[config.mk]
export PLATFORM = sky130hd
export DESIGN_NAME = pss_detector
export DESIGN_NICKNAME = d
export VERILOG_FILES = /design/src/pss_pkg.sv /design/src/sample_window.sv /design/src/pss_correlator.sv /design/src/peak_picker.sv /design/src/pss_detector.sv
export SDC_FILE = /design/constraint.sdc
export NUM_CORES = 2
export LEC_CHECK = 0
export ABC_CLOCK_PERIOD_IN_PS = 7900
export BUFFER_PORTS_ARGS = -buffer_cell sky130_fd_sc_hd__buf_2
export CORE_AREA = 4 4 197 295
export CTS_BUF_LIST = sky130_fd_sc_hd__clkbuf_2
export CTS_CLUSTER_SIZE = 12
export DETAILED_ROUTE_END_ITERATION = 7
export DIE_AREA = 0 0 201 299
export MAX_ROUTING_LAYER = met4
export PLACE_DENSITY = 0.85
export SYNTH_ARGS = -nofsm -noshare
export SYNTH_HDL_FRONTEND = slang
export SYNTH_SLANG_ARGS = --single-unit
[constraint.sdc]
create_clock -name clk_i -period 7.9 [get_ports clk_i]
set_input_delay 1.185 -clock clk_i [delete_from_list [all_inputs] [get_ports clk_i]]
set_output_delay 1.185 -clock clk_i [all_outputs]
set_load 0.02 [all_outputs]
[src/pss_pkg.sv]
`default_nettype none

package pss_pkg;

    // -------------------------------------------------------------------------
    // widths
    // -------------------------------------------------------------------------

    localparam int IQ_DW     = 8;
    localparam int PSS_LEN   = 16;
    localparam int N_SEQ     = 3;

    // full-scale sum of PSS_LEN samples needs log2(PSS_LEN) + 1 extra bits
    localparam int CORR_DW   = IQ_DW + $clog2(PSS_LEN) + 1;
    localparam int METRIC_DW = CORR_DW + 1;

    // window fill counter, counts 0 .. PSS_LEN
    localparam int FILL_W    = $clog2(PSS_LEN + 1);

    localparam logic [METRIC_DW-1:0] DETECT_THRESHOLD = METRIC_DW'(1200);

    // -------------------------------------------------------------------------
    // local PSS chip patterns, bit j applies to window element j
    // -------------------------------------------------------------------------

    // 1 is +1, 0 is -1
    localparam logic [PSS_LEN-1:0] PSS_TAPS [0:N_SEQ-1] = '{
        16'h9ae3,
        16'h4d72,
        16'he25b
    };

    // -------------------------------------------------------------------------
    // types
    // -------------------------------------------------------------------------

    typedef struct packed {
        logic signed [IQ_DW-1:0] re;
        logic signed [IQ_DW-1:0] im;
    } iq_t;

    // element 0 is the newest sample
    typedef iq_t [PSS_LEN-1:0] window_t;

    typedef struct packed {
        logic [METRIC_DW-1:0] metric;
        logic                 valid;
    } metric_t;

    typedef struct packed {
        logic                 valid;
        logic [1:0]           n_id_2;
        logic [METRIC_DW-1:0] metric;
    } detect_t;

    typedef enum logic [0:0] {
        P_IDLE,
        P_REPORT
    } picker_state_e;

endpackage

`default_nettype wire

[src/sample_window.sv]
`timescale 1ns/1ps
`default_nettype none

module sample_window (
    input  wire logic             clk_i,
    input  wire logic             reset_ni,
    input  wire pss_pkg::iq_t     sample_i,
    input  wire logic             sample_valid_i,
    output pss_pkg::window_t      win_o,
    output logic                  win_valid_o
);

    logic [pss_pkg::FILL_W-1:0] fill_q;
    logic                       fills_now;
    logic                       is_full;

    assign is_full   = (fill_q == pss_pkg::FILL_W'(pss_pkg::PSS_LEN));
    // the current strobe completes or refreshes a full window
    assign fills_now = (fill_q >= pss_pkg::FILL_W'(pss_pkg::PSS_LEN - 1));

    // -------------------------------------------------------------------------
    // shift register, newest sample in element 0
    // -------------------------------------------------------------------------

    always_ff @(posedge clk_i) begin
        if (sample_valid_i) begin
            win_o[pss_pkg::PSS_LEN-1:1] <= win_o[pss_pkg::PSS_LEN-2:0];
            win_o[0]                    <= sample_i;
        end
    end

    // -------------------------------------------------------------------------
    // fill count and window strobe
    // -------------------------------------------------------------------------

    always_ff @(posedge clk_i) begin
        if (!reset_ni) begin
            fill_q      <= '0;
            win_valid_o <= 1'b0;
        end else begin
            win_valid_o <= sample_valid_i && fills_now;
            // saturate once full
            if (sample_valid_i && !is_full) begin
                fill_q <= fill_q + 1'b1;
            end
        end
    end

    a_fill_bound : assert property (
        @(posedge clk_i) disable iff (!reset_ni)
        fill_q <= pss_pkg::FILL_W'(pss_pkg::PSS_LEN)
    ) else $error("sample window fill count above PSS_LEN");

endmodule

`default_nettype wire

[src/pss_correlator.sv]
`timescale 1ns/1ps
`default_nettype none

module pss_correlator #(
    parameter int N_ID_2 = 0
) (
    input  wire logic              clk_i,
    input  wire logic              reset_ni,
    input  wire pss_pkg::window_t  win_i,
    input  wire logic              win_valid_i,
    output pss_pkg::metric_t       metric_o
);

    logic signed [pss_pkg::CORR_DW-1:0]  re_sum;
    logic signed [pss_pkg::CORR_DW-1:0]  im_sum;
    logic signed [pss_pkg::CORR_DW-1:0]  re_sum_q;
    logic signed [pss_pkg::CORR_DW-1:0]  im_sum_q;
    logic                                sum_valid_q;

    logic        [pss_pkg::CORR_DW-1:0]  re_abs;
    logic        [pss_pkg::CORR_DW-1:0]  im_abs;
    logic        [pss_pkg::METRIC_DW-1:0] metric_q;
    logic                                metric_valid_q;

    // -------------------------------------------------------------------------
    // stage 1: signed chip sums
    // -------------------------------------------------------------------------

    always_comb begin
        re_sum = '0;
        im_sum = '0;
        for (int j = 0; j < pss_pkg::PSS_LEN; j++) begin
            if (pss_pkg::PSS_TAPS[N_ID_2][j]) begin
                re_sum = re_sum + pss_pkg::CORR_DW'(win_i[j].re);
                im_sum = im_sum + pss_pkg::CORR_DW'(win_i[j].im);
            end else begin
                re_sum = re_sum - pss_pkg::CORR_DW'(win_i[j].re);
                im_sum = im_sum - pss_pkg::CORR_DW'(win_i[j].im);
            end
        end
    end

    always_ff @(posedge clk_i) begin
        re_sum_q <= re_sum;
        im_sum_q <= im_sum;
    end

    // -------------------------------------------------------------------------
    // stage 2: |re| + |im|
    // -------------------------------------------------------------------------

    // -2048 still fits as unsigned 13 bit magnitude
    assign re_abs = re_sum_q[pss_pkg::CORR_DW-1] ? -re_sum_q : re_sum_q;
    assign im_abs = im_sum_q[pss_pkg::CORR_DW-1] ? -im_sum_q : im_sum_q;

    always_ff @(posedge clk_i) begin
        metric_q <= pss_pkg::METRIC_DW'(re_abs) + pss_pkg::METRIC_DW'(im_abs);
    end

    // valid follows the data through both stages
    always_ff @(posedge clk_i) begin
        if (!reset_ni) begin
            sum_valid_q    <= 1'b0;
            metric_valid_q <= 1'b0;
        end else begin
            sum_valid_q    <= win_valid_i;
            metric_valid_q <= sum_valid_q;
        end
    end

    assign metric_o = '{metric: metric_q, valid: metric_valid_q};

endmodule

`default_nettype wire

[src/peak_picker.sv]
`timescale 1ns/1ps
`default_nettype none

module peak_picker (
    input  wire logic                                      clk_i,
    input  wire logic                                      reset_ni,
    input  wire pss_pkg::metric_t [pss_pkg::N_SEQ-1:0]     metrics_i,
    output pss_pkg::detect_t                               detect_o
);

    logic [pss_pkg::N_SEQ-1:0]     valid_vec;
    logic [1:0]                    best_idx;
    logic [pss_pkg::METRIC_DW-1:0] best_metric;
    logic                          hit;

    pss_pkg::picker_state_e        state_q;
    pss_pkg::picker_state_e        state_d;
    logic [1:0]                    det_idx_q;
    logic [pss_pkg::METRIC_DW-1:0] det_metric_q;

    always_comb begin
        for (int k = 0; k < pss_pkg::N_SEQ; k++) begin
            valid_vec[k] = metrics_i[k].valid;
        end
    end

    // -------------------------------------------------------------------------
    // maximum search, strict compare keeps the lowest index on a tie
    // -------------------------------------------------------------------------

    always_comb begin
        best_idx    = '0;
        best_metric = metrics_i[0].metric;
        for (int k = 1; k < pss_pkg::N_SEQ; k++) begin
            if (metrics_i[k].metric > best_metric) begin
                best_metric = metrics_i[k].metric;
                best_idx    = 2'(k);
            end
        end
    end

    // all correlators share one pipeline, so valid 0 stands for the set
    assign hit = valid_vec[0] && (best_metric >= pss_pkg::DETECT_THRESHOLD);

    // -------------------------------------------------------------------------
    // report FSM
    // -------------------------------------------------------------------------

    // every hit reports for one cycle, back-to-back hits keep P_REPORT
    always_comb begin
        state_d = hit ? pss_pkg::P_REPORT : pss_pkg::P_IDLE;
    end

    always_ff @(posedge clk_i) begin
        if (!reset_ni) begin
            state_q <= pss_pkg::P_IDLE;
        end else begin
            state_q <= state_d;
        end
    end

    always_ff @(posedge clk_i) begin
        if (hit) begin
            det_idx_q    <= best_idx;
            det_metric_q <= best_metric;
        end
    end

    assign detect_o = '{
        valid:  (state_q == pss_pkg::P_REPORT),
        n_id_2: det_idx_q,
        metric: det_metric_q
    };

    a_valid_agree : assert property (
        @(posedge clk_i) disable iff (!reset_ni)
        (valid_vec == '0) || (valid_vec == '1)
    ) else $error("correlator valids out of step");

    a_report_threshold : assert property (
        @(posedge clk_i) disable iff (!reset_ni)
        detect_o.valid |-> (detect_o.metric >= pss_pkg::DETECT_THRESHOLD)
    ) else $error("detection reported below threshold");

endmodule

`default_nettype wire

[src/pss_detector.sv]
`timescale 1ns/1ps
`default_nettype none

module pss_detector (
    input  wire logic           clk_i,
    input  wire logic           reset_ni,
    input  wire pss_pkg::iq_t   sample_i,
    input  wire logic           sample_valid_i,
    output pss_pkg::detect_t    detect_o
);

    pss_pkg::window_t                        win;
    logic                                    win_valid;
    pss_pkg::metric_t [pss_pkg::N_SEQ-1:0]   metrics;

    // -------------------------------------------------------------------------
    // sample window, 1 cycle
    // -------------------------------------------------------------------------

    sample_window u_window (
        .clk_i          (clk_i),
        .reset_ni       (reset_ni),
        .sample_i       (sample_i),
        .sample_valid_i (sample_valid_i),
        .win_o          (win),
        .win_valid_o    (win_valid)
    );

    // -------------------------------------------------------------------------
    // one correlator per N_id_2, 2 cycles
    // -------------------------------------------------------------------------

    for (genvar k = 0; k < pss_pkg::N_SEQ; k++) begin : g_corr
        pss_correlator #(
            .N_ID_2 (k)
        ) u_corr (
            .clk_i       (clk_i),
            .reset_ni    (reset_ni),
            .win_i       (win),
            .win_valid_i (win_valid),
            .metric_o    (metrics[k])
        );
    end

    // peak picker, 1 cycle
    peak_picker u_picker (
        .clk_i     (clk_i),
        .reset_ni  (reset_ni),
        .metrics_i (metrics),
        .detect_o  (detect_o)
    );

endmodule

`default_nettype wire

# After elaboration in Yosys (flattened, before gate mapping)

Cells that the tools add are included.

Magnitude comparators: 4
$add $sub $neg: 98
Reductions and logical operators: 4
Multiplexer cells: 10
Equal/unequal tests: 1

Operators by type and width:

| kind                                                   | count |
|---|---|
| adder 13 x 8 -> 13 bit                                 | 42 |
| subtractor 13 x 8 -> 13 bit                            | 38 |
| 2-to-1 mux 13 bit                                      | 6 |
| negator 13 bit                                         | 6 |
| adder 13 x 13 -> 14 bit                                | 3 |
| > comparator 14 bit                                    | 2 |
| 2-to-1 mux 14 bit                                      | 2 |
| adder 9 x 8 -> 10 bit                                  | 2 |
| subtractor 9 x 8 -> 10 bit                             | 2 |
| adder 8 x 8 -> 9 bit                                   | 2 |
| subtractor 1 x 8 -> 9 bit (first input constant)       | 2 |
| >= comparator 14 x 11 -> 1 bit (second input constant) | 1 |
| adder 5 x 1 -> 5 bit (second input constant)           | 1 |
| equality test 5 bit (second input constant)            | 1 |
| >= comparator 5 x 4 -> 1 bit (second input constant)   | 1 |
| logical AND 1 bit                                      | 3 |
| 2-to-1 mux 1 bit                                       | 2 |
| zero test 1 bit                                        | 1 |

Output and inout bits: 17
Register bits after elaboration: 401

# Depth between registers and ports, before layout

Word-level depth: 16
Gate-level depth with buffers: 28

# Cells and area by module

Synthesis repeated with hierarchy kept, for this count alone.

Cell total of the unflattened synthesis: 3558
Area total of the unflattened synthesis: 38986.1 um^2

By module, submodules not included:

| module                             | area each (um^2) | instances | seq. area each (um^2) | cells each |
|---|---|---|---|---|
| pss_correlator at g_corr[0].u_corr | 10034.6          | 1         | 840.8                 | 1076 |
| pss_correlator at g_corr[1].u_corr | 9683.0           | 1         | 840.8                 | 1011 |
| pss_correlator at g_corr[2].u_corr | 9539.1           | 1         | 840.8                 | 983 |
| sample_window                      | 7988.9           | 1         | 7807.5                | 290 |
| peak_picker                        | 1740.4           | 1         | 500.5                 | 198 |

# Least setup slack after synthesis

No wires, ideal clock.

Path kind: reg2reg
Start: reg u_window.win_o[1] (netlist name)
End: reg g_corr[1].u_corr.im_sum_q[11] (netlist name)
Arrival: 6.048 ns
Clock period less this slack: 6.120 ns
Required time: 7.828 ns
Cell stages (with the launch flop): 29
Path slack: 1.780 ns
Path through: edfxtp_1 inv_1 ha_1 nor2b_1 o21ai_0 a21boi_0 o21ai_0 a21oi_1 o21ai_0 nor2b_1 xnor2_1 fa_1 inv_1 fa_1 inv_1 fa_1 inv_1 fa_1 fa_1 inv_1 fa_1 inv_1 ha_1 and2_1 nor2_1 o21ai_0 a21o_1 a21oi_1 xnor2_1

Word-level cells in the longest chain between the ends: 16

RTL lines:

| item                                     | line                 | text |
|---|---|---|
| start, declared                          | sample_window.sv:9   | `output pss_pkg::window_t win_o,` |
| start signal, assigned by index          | sample_window.sv:27  | `win_o[pss_pkg::PSS_LEN-1:1] <= win_o[pss_pkg::PSS_LEN-2:0];` |
| subtractor 1 x 8 -> 9 bit                | -                    |  |
| adder 9 x 8 -> 10 bit                    | pss_correlator.sv:35 | `im_sum = im_sum + pss_pkg::CORR_DW'(win_i[j].im);` |
| subtractor 13 x 8 -> 13 bit (2 in a row) | pss_correlator.sv:38 | `im_sum = im_sum - pss_pkg::CORR_DW'(win_i[j].im);` |
| adder 13 x 8 -> 13 bit (3 in a row)      | pss_correlator.sv:35 |  |
| subtractor 13 x 8 -> 13 bit              | pss_correlator.sv:38 |  |
| adder 13 x 8 -> 13 bit                   | pss_correlator.sv:35 |  |
| subtractor 13 x 8 -> 13 bit              | pss_correlator.sv:38 |  |
| adder 13 x 8 -> 13 bit (2 in a row)      | pss_correlator.sv:35 |  |
| subtractor 13 x 8 -> 13 bit (2 in a row) | pss_correlator.sv:38 |  |
| adder 13 x 8 -> 13 bit                   | pss_correlator.sv:35 |  |
| subtractor 13 x 8 -> 13 bit              | pss_correlator.sv:38 |  |
| via g_corr[1].u_corr.im_sum (one bit)    | pss_correlator.sv:15 | `logic signed [pss_pkg::CORR_DW-1:0] im_sum;` |
| end signal, assigned                     | pss_correlator.sv:45 | `im_sum_q <= im_sum;` |
| end, declared                            | pss_correlator.sv:17 | `logic signed [pss_pkg::CORR_DW-1:0] im_sum_q;` |

The timed path passes the listed nets, and every way through them passes these cells.
A chain may end at the register's enable or synchronous reset.

# Worst setup path in the final report

Start: reg u_window.win_o[9] (netlist name)
End: reg g_corr[1].u_corr.re_sum_q[11] (netlist name)

Word-level cells in the longest chain between the ends: 16

RTL lines:

| item                                     | line                 | text |
|---|---|---|
| subtractor 1 x 8 -> 9 bit                | -                    |  |
| adder 9 x 8 -> 10 bit                    | pss_correlator.sv:34 | `re_sum = re_sum + pss_pkg::CORR_DW'(win_i[j].re);` |
| subtractor 13 x 8 -> 13 bit (2 in a row) | pss_correlator.sv:37 | `re_sum = re_sum - pss_pkg::CORR_DW'(win_i[j].re);` |
| adder 13 x 8 -> 13 bit (3 in a row)      | pss_correlator.sv:34 |  |
| subtractor 13 x 8 -> 13 bit              | pss_correlator.sv:37 |  |
| adder 13 x 8 -> 13 bit                   | pss_correlator.sv:34 |  |
| subtractor 13 x 8 -> 13 bit              | pss_correlator.sv:37 |  |
| adder 13 x 8 -> 13 bit (2 in a row)      | pss_correlator.sv:34 |  |
| subtractor 13 x 8 -> 13 bit (2 in a row) | pss_correlator.sv:37 |  |
| adder 13 x 8 -> 13 bit                   | pss_correlator.sv:34 |  |
| subtractor 13 x 8 -> 13 bit              | pss_correlator.sv:37 |  |
| via g_corr[1].u_corr.re_sum (one bit)    | pss_correlator.sv:14 | `logic signed [pss_pkg::CORR_DW-1:0] re_sum;` |
| end signal, assigned                     | pss_correlator.sv:44 | `re_sum_q <= re_sum;` |
| end, declared                            | pss_correlator.sv:16 | `logic signed [pss_pkg::CORR_DW-1:0] re_sum_q;` |

The timed path passes the listed nets, and every way through them passes these cells.

==> results.md <==
* Outcome: finished, final reports clean
* Die height at 299 um
* CP bufs+invs at 6
* Seq/Total Area, Yosys at 0.3001
* DR WL/cell at 19.00 um
* CTS Buffer Depth at 3
* Most used DFF post-synth: edfxtp_1
* Cells after DPL at 3703
* FFs w/ async S/R, synth at 0
* Fin crit period at 6911 ps
* Max_cap viols at 0
* Layout cells sized above 1 at 0.06788
* DRC violations left at 0
* Layer with the highest usage: met2
* Worst slew margin at 0.1996
* Syn. warnings at 0
* Hold Path Class: in -> reg
* Final Hold Vio Count at 0
* Post-Syn Area at 35820 um^2
* Fmax achieved at 144.7 MHz
* Max-slew violations at 0
* Via density at 5.388
* Number of post-CTS setup repair buffers at 0
* Worst stage delay on the critical path at 540 ps
* Count of hold-fix buffers inserted at cts at 0
* Area grow syn2layout at 5.736%
* PortBufs at 35
* Post-route ant nets at 0
* Hold Crit Start: sample_i[6]
* Pin count of the biggest net entering global routing at 80
* Gr ovfl total at 0
* H-tree depth at 3
* Crit path max-delay family: adder cells
* Met2 usage at 0.4650
* Routed Wire Length at 73890 um
* Total core area at 55570 um^2
* Initial antenna violation count at 2
* Clock sink count at 401
* CTS buffer count at 98
* Final period utilization at 0.8749
* Syn nets at 3906
* Dpl cell area at 36860 um^2
* Reg clk slew, reported paths at 130 ps
* Final HPWL DP at 62630 um
* Row cnt at 106
* Skew-Pair Late Insertion Delay at 1220 ps
* Die area at 60100 um^2
* Final nets at 4033
* CTS root buf: clkbuf_2
* Vias in the first global route at 24180
* GR Util met3 at 0.03614
* Reg2Reg Launch Point: u_window.win_o[9]
* I/O pins at 36
* Synth Instances at 2974
* Cell variety after synth at 55
* Gpl congestion at 0.9548
* Setup violations, final at 0
* CP Launch Type: register
* RSZ-0062 raised after global routing: no
* CP Class: reg -> reg
* Drt pass-1 iters at 5
* Via Count at 20950
* DR iter-0 viols at 1095
* Post-route cell area at 37880 um^2
* Worst EP arrival at 8030 ps
* Seq cells post-synth at 401
* Fin cells at 3888
* Tot GR Track Use at 0.2672
* Slew of the pin with the lowest slew margin at 1201 ps
* First-pass GRT wire length at 122700 um
* CTS tree: built
* R2R Setup Slk at 990 ps
* Avg Synthesized Cell Area at 12.04 um^2
* Post_cts resized at 0
* Met1 usage at 0.3026
* Max FO, Critical Path at 5
* Req. time, crit path at 9020 ps
* Initial Util at 0.6446
* Crit path from: u_window.win_o[9]
* Crit. End Element: register
* CP max stage cell: fa_1
* Total negative slack at 0 ps
* Post-synth EDFFs at 272
* Die width at 201 um
* Worst Skew at 98.63 ps
==> registers in the layout, summed over array words and instances (netlist names) <==
register                      count
g_corr.u_corr.metric_q           42
g_corr.u_corr.metric_valid_q      1
u_picker.det_metric_q            14
u_window.win_o                  256
g_corr.u_corr.sum_valid_q         1
u_window.fill_q                   5
g_corr.u_corr.re_sum_q           39
g_corr.u_corr.im_sum_q           39
u_picker.det_idx_q                2
u_window.win_valid_o              1
u_picker.state_q                  1
==> cell type report <==
cell class | count | area [um^2]
clock inverter | 50 | 352.8
antenna | 4 | 10.01
fill | 3820 | 17700
tap | 702 | 878.3
clock buffer | 131 | 655.6
sequential | 401 | 10750
multi-input combinational | 1719 | 21850
timing repair buffer | 39 | 215.2
inverter | 842 | 3161
==> layout by cell type, fill, tap and decap left out, types with 8 or more instances in the layout <==
master    instances
inv_1           842
fa_1            685
edfxtp_1        272
ha_1            228
xnor2_1         172
clkbuf_2        131
dfxtp_1         129
a21oi_1         103
nor2_1           73
nand2_1          64
o21ai_0          57
a21o_1           34
buf_2            34
xor2_1           32
nor2b_1          29
clkinv_1         26
nor3_1           22
or3_1            22
o21bai_1         19
o31ai_1          19
nand2b_1         17
nand3_1          17
mux2i_1          14
clkinv_2         12
o211ai_1         10
and2_1            9
o21a_1            8
==> synthesized netlist by cell type, types with 22 or more instances <==
library cell / instances / share of area
fa_1: 685 / 0.38
xor2_1: 32 / 0.0078
edfxtp_1: 272 / 0.23
xnor2_1: 172 / 0.042
a21o_1: 34 / 0.0071
nor3_1: 22 / 0.0031
nand2_1: 64 / 0.0067
or3_1: 22 / 0.0038
nor2_1: 73 / 0.0076
ha_1: 228 / 0.080
dfxtp_1: 129 / 0.072
a21oi_1: 103 / 0.014
inv_1: 842 / 0.088
nor2b_1: 29 / 0.0051
o21ai_0: 57 / 0.0080
==> kinds of logic after synthesis <==
kind of cell,after synthesis,synth area share
DFF,401,0.3001
AOI/OAI and AO/OA,296,0.05243
and+or+nand+nor,289,0.04041
adders and majority gates,913,0.4625
buffers and inverters,854,0.08984
muxes,17,0.004855
xor gates and xnor gates,204,0.04988
==> worst register-to-register path, stage by stage, from the launching register on <==
cell,delay [ps]
edfxtp_1,460
inv_1,140
ha_1,240
nor2b_1,130
o21ai_0,230
a21boi_0,170
o21ai_0,340
a21boi_0,180
o21ai_0,260
nor2b_1,210
xnor2_1,90
fa_1,490
inv_1,60
fa_1,540
inv_1,50
fa_1,490
inv_1,50
fa_1,440
fa_1,510
inv_1,50
fa_1,470
inv_1,40
ha_1,340
a21oi_1,180
o21ai_0,180
a21o_1,210
a21oi_1,190
xnor2_1,140
==> routing by layer <==
metal	up-vias	routed length, um
li1	9489	-
met3	270	2720
met4	0	4444
met5	-	0
met2	552	39370
met1	10640	27360
==> per-stage QoR <==
stage | util | setup WS, ps | hold WS, ps
global placement | 0.6632 | 1197 | 429.7
CTS | 0.6814 | 1023 | 25.93
detailed placement | 0.6632 | 1053 | 429.7
finish | 0.6816 | 988.5 | 163.6
floorplan | - | 1780 | 411.8
global route | 0.6816 | 543.8 | 62.47
==> final timing paths <==
path	depth (start not counted)	endpoint
max	27	g_corr[1].u_corr.re_sum_q[11]
min	1	u_window.win_o[6]
max reg2reg	27	g_corr[1].u_corr.re_sum_q[11]
min reg2reg	0	u_window.win_o[27]
Power is not shown: default switching activity piles up to over one toggle a cycle in this logic, so the estimate is an artifact.
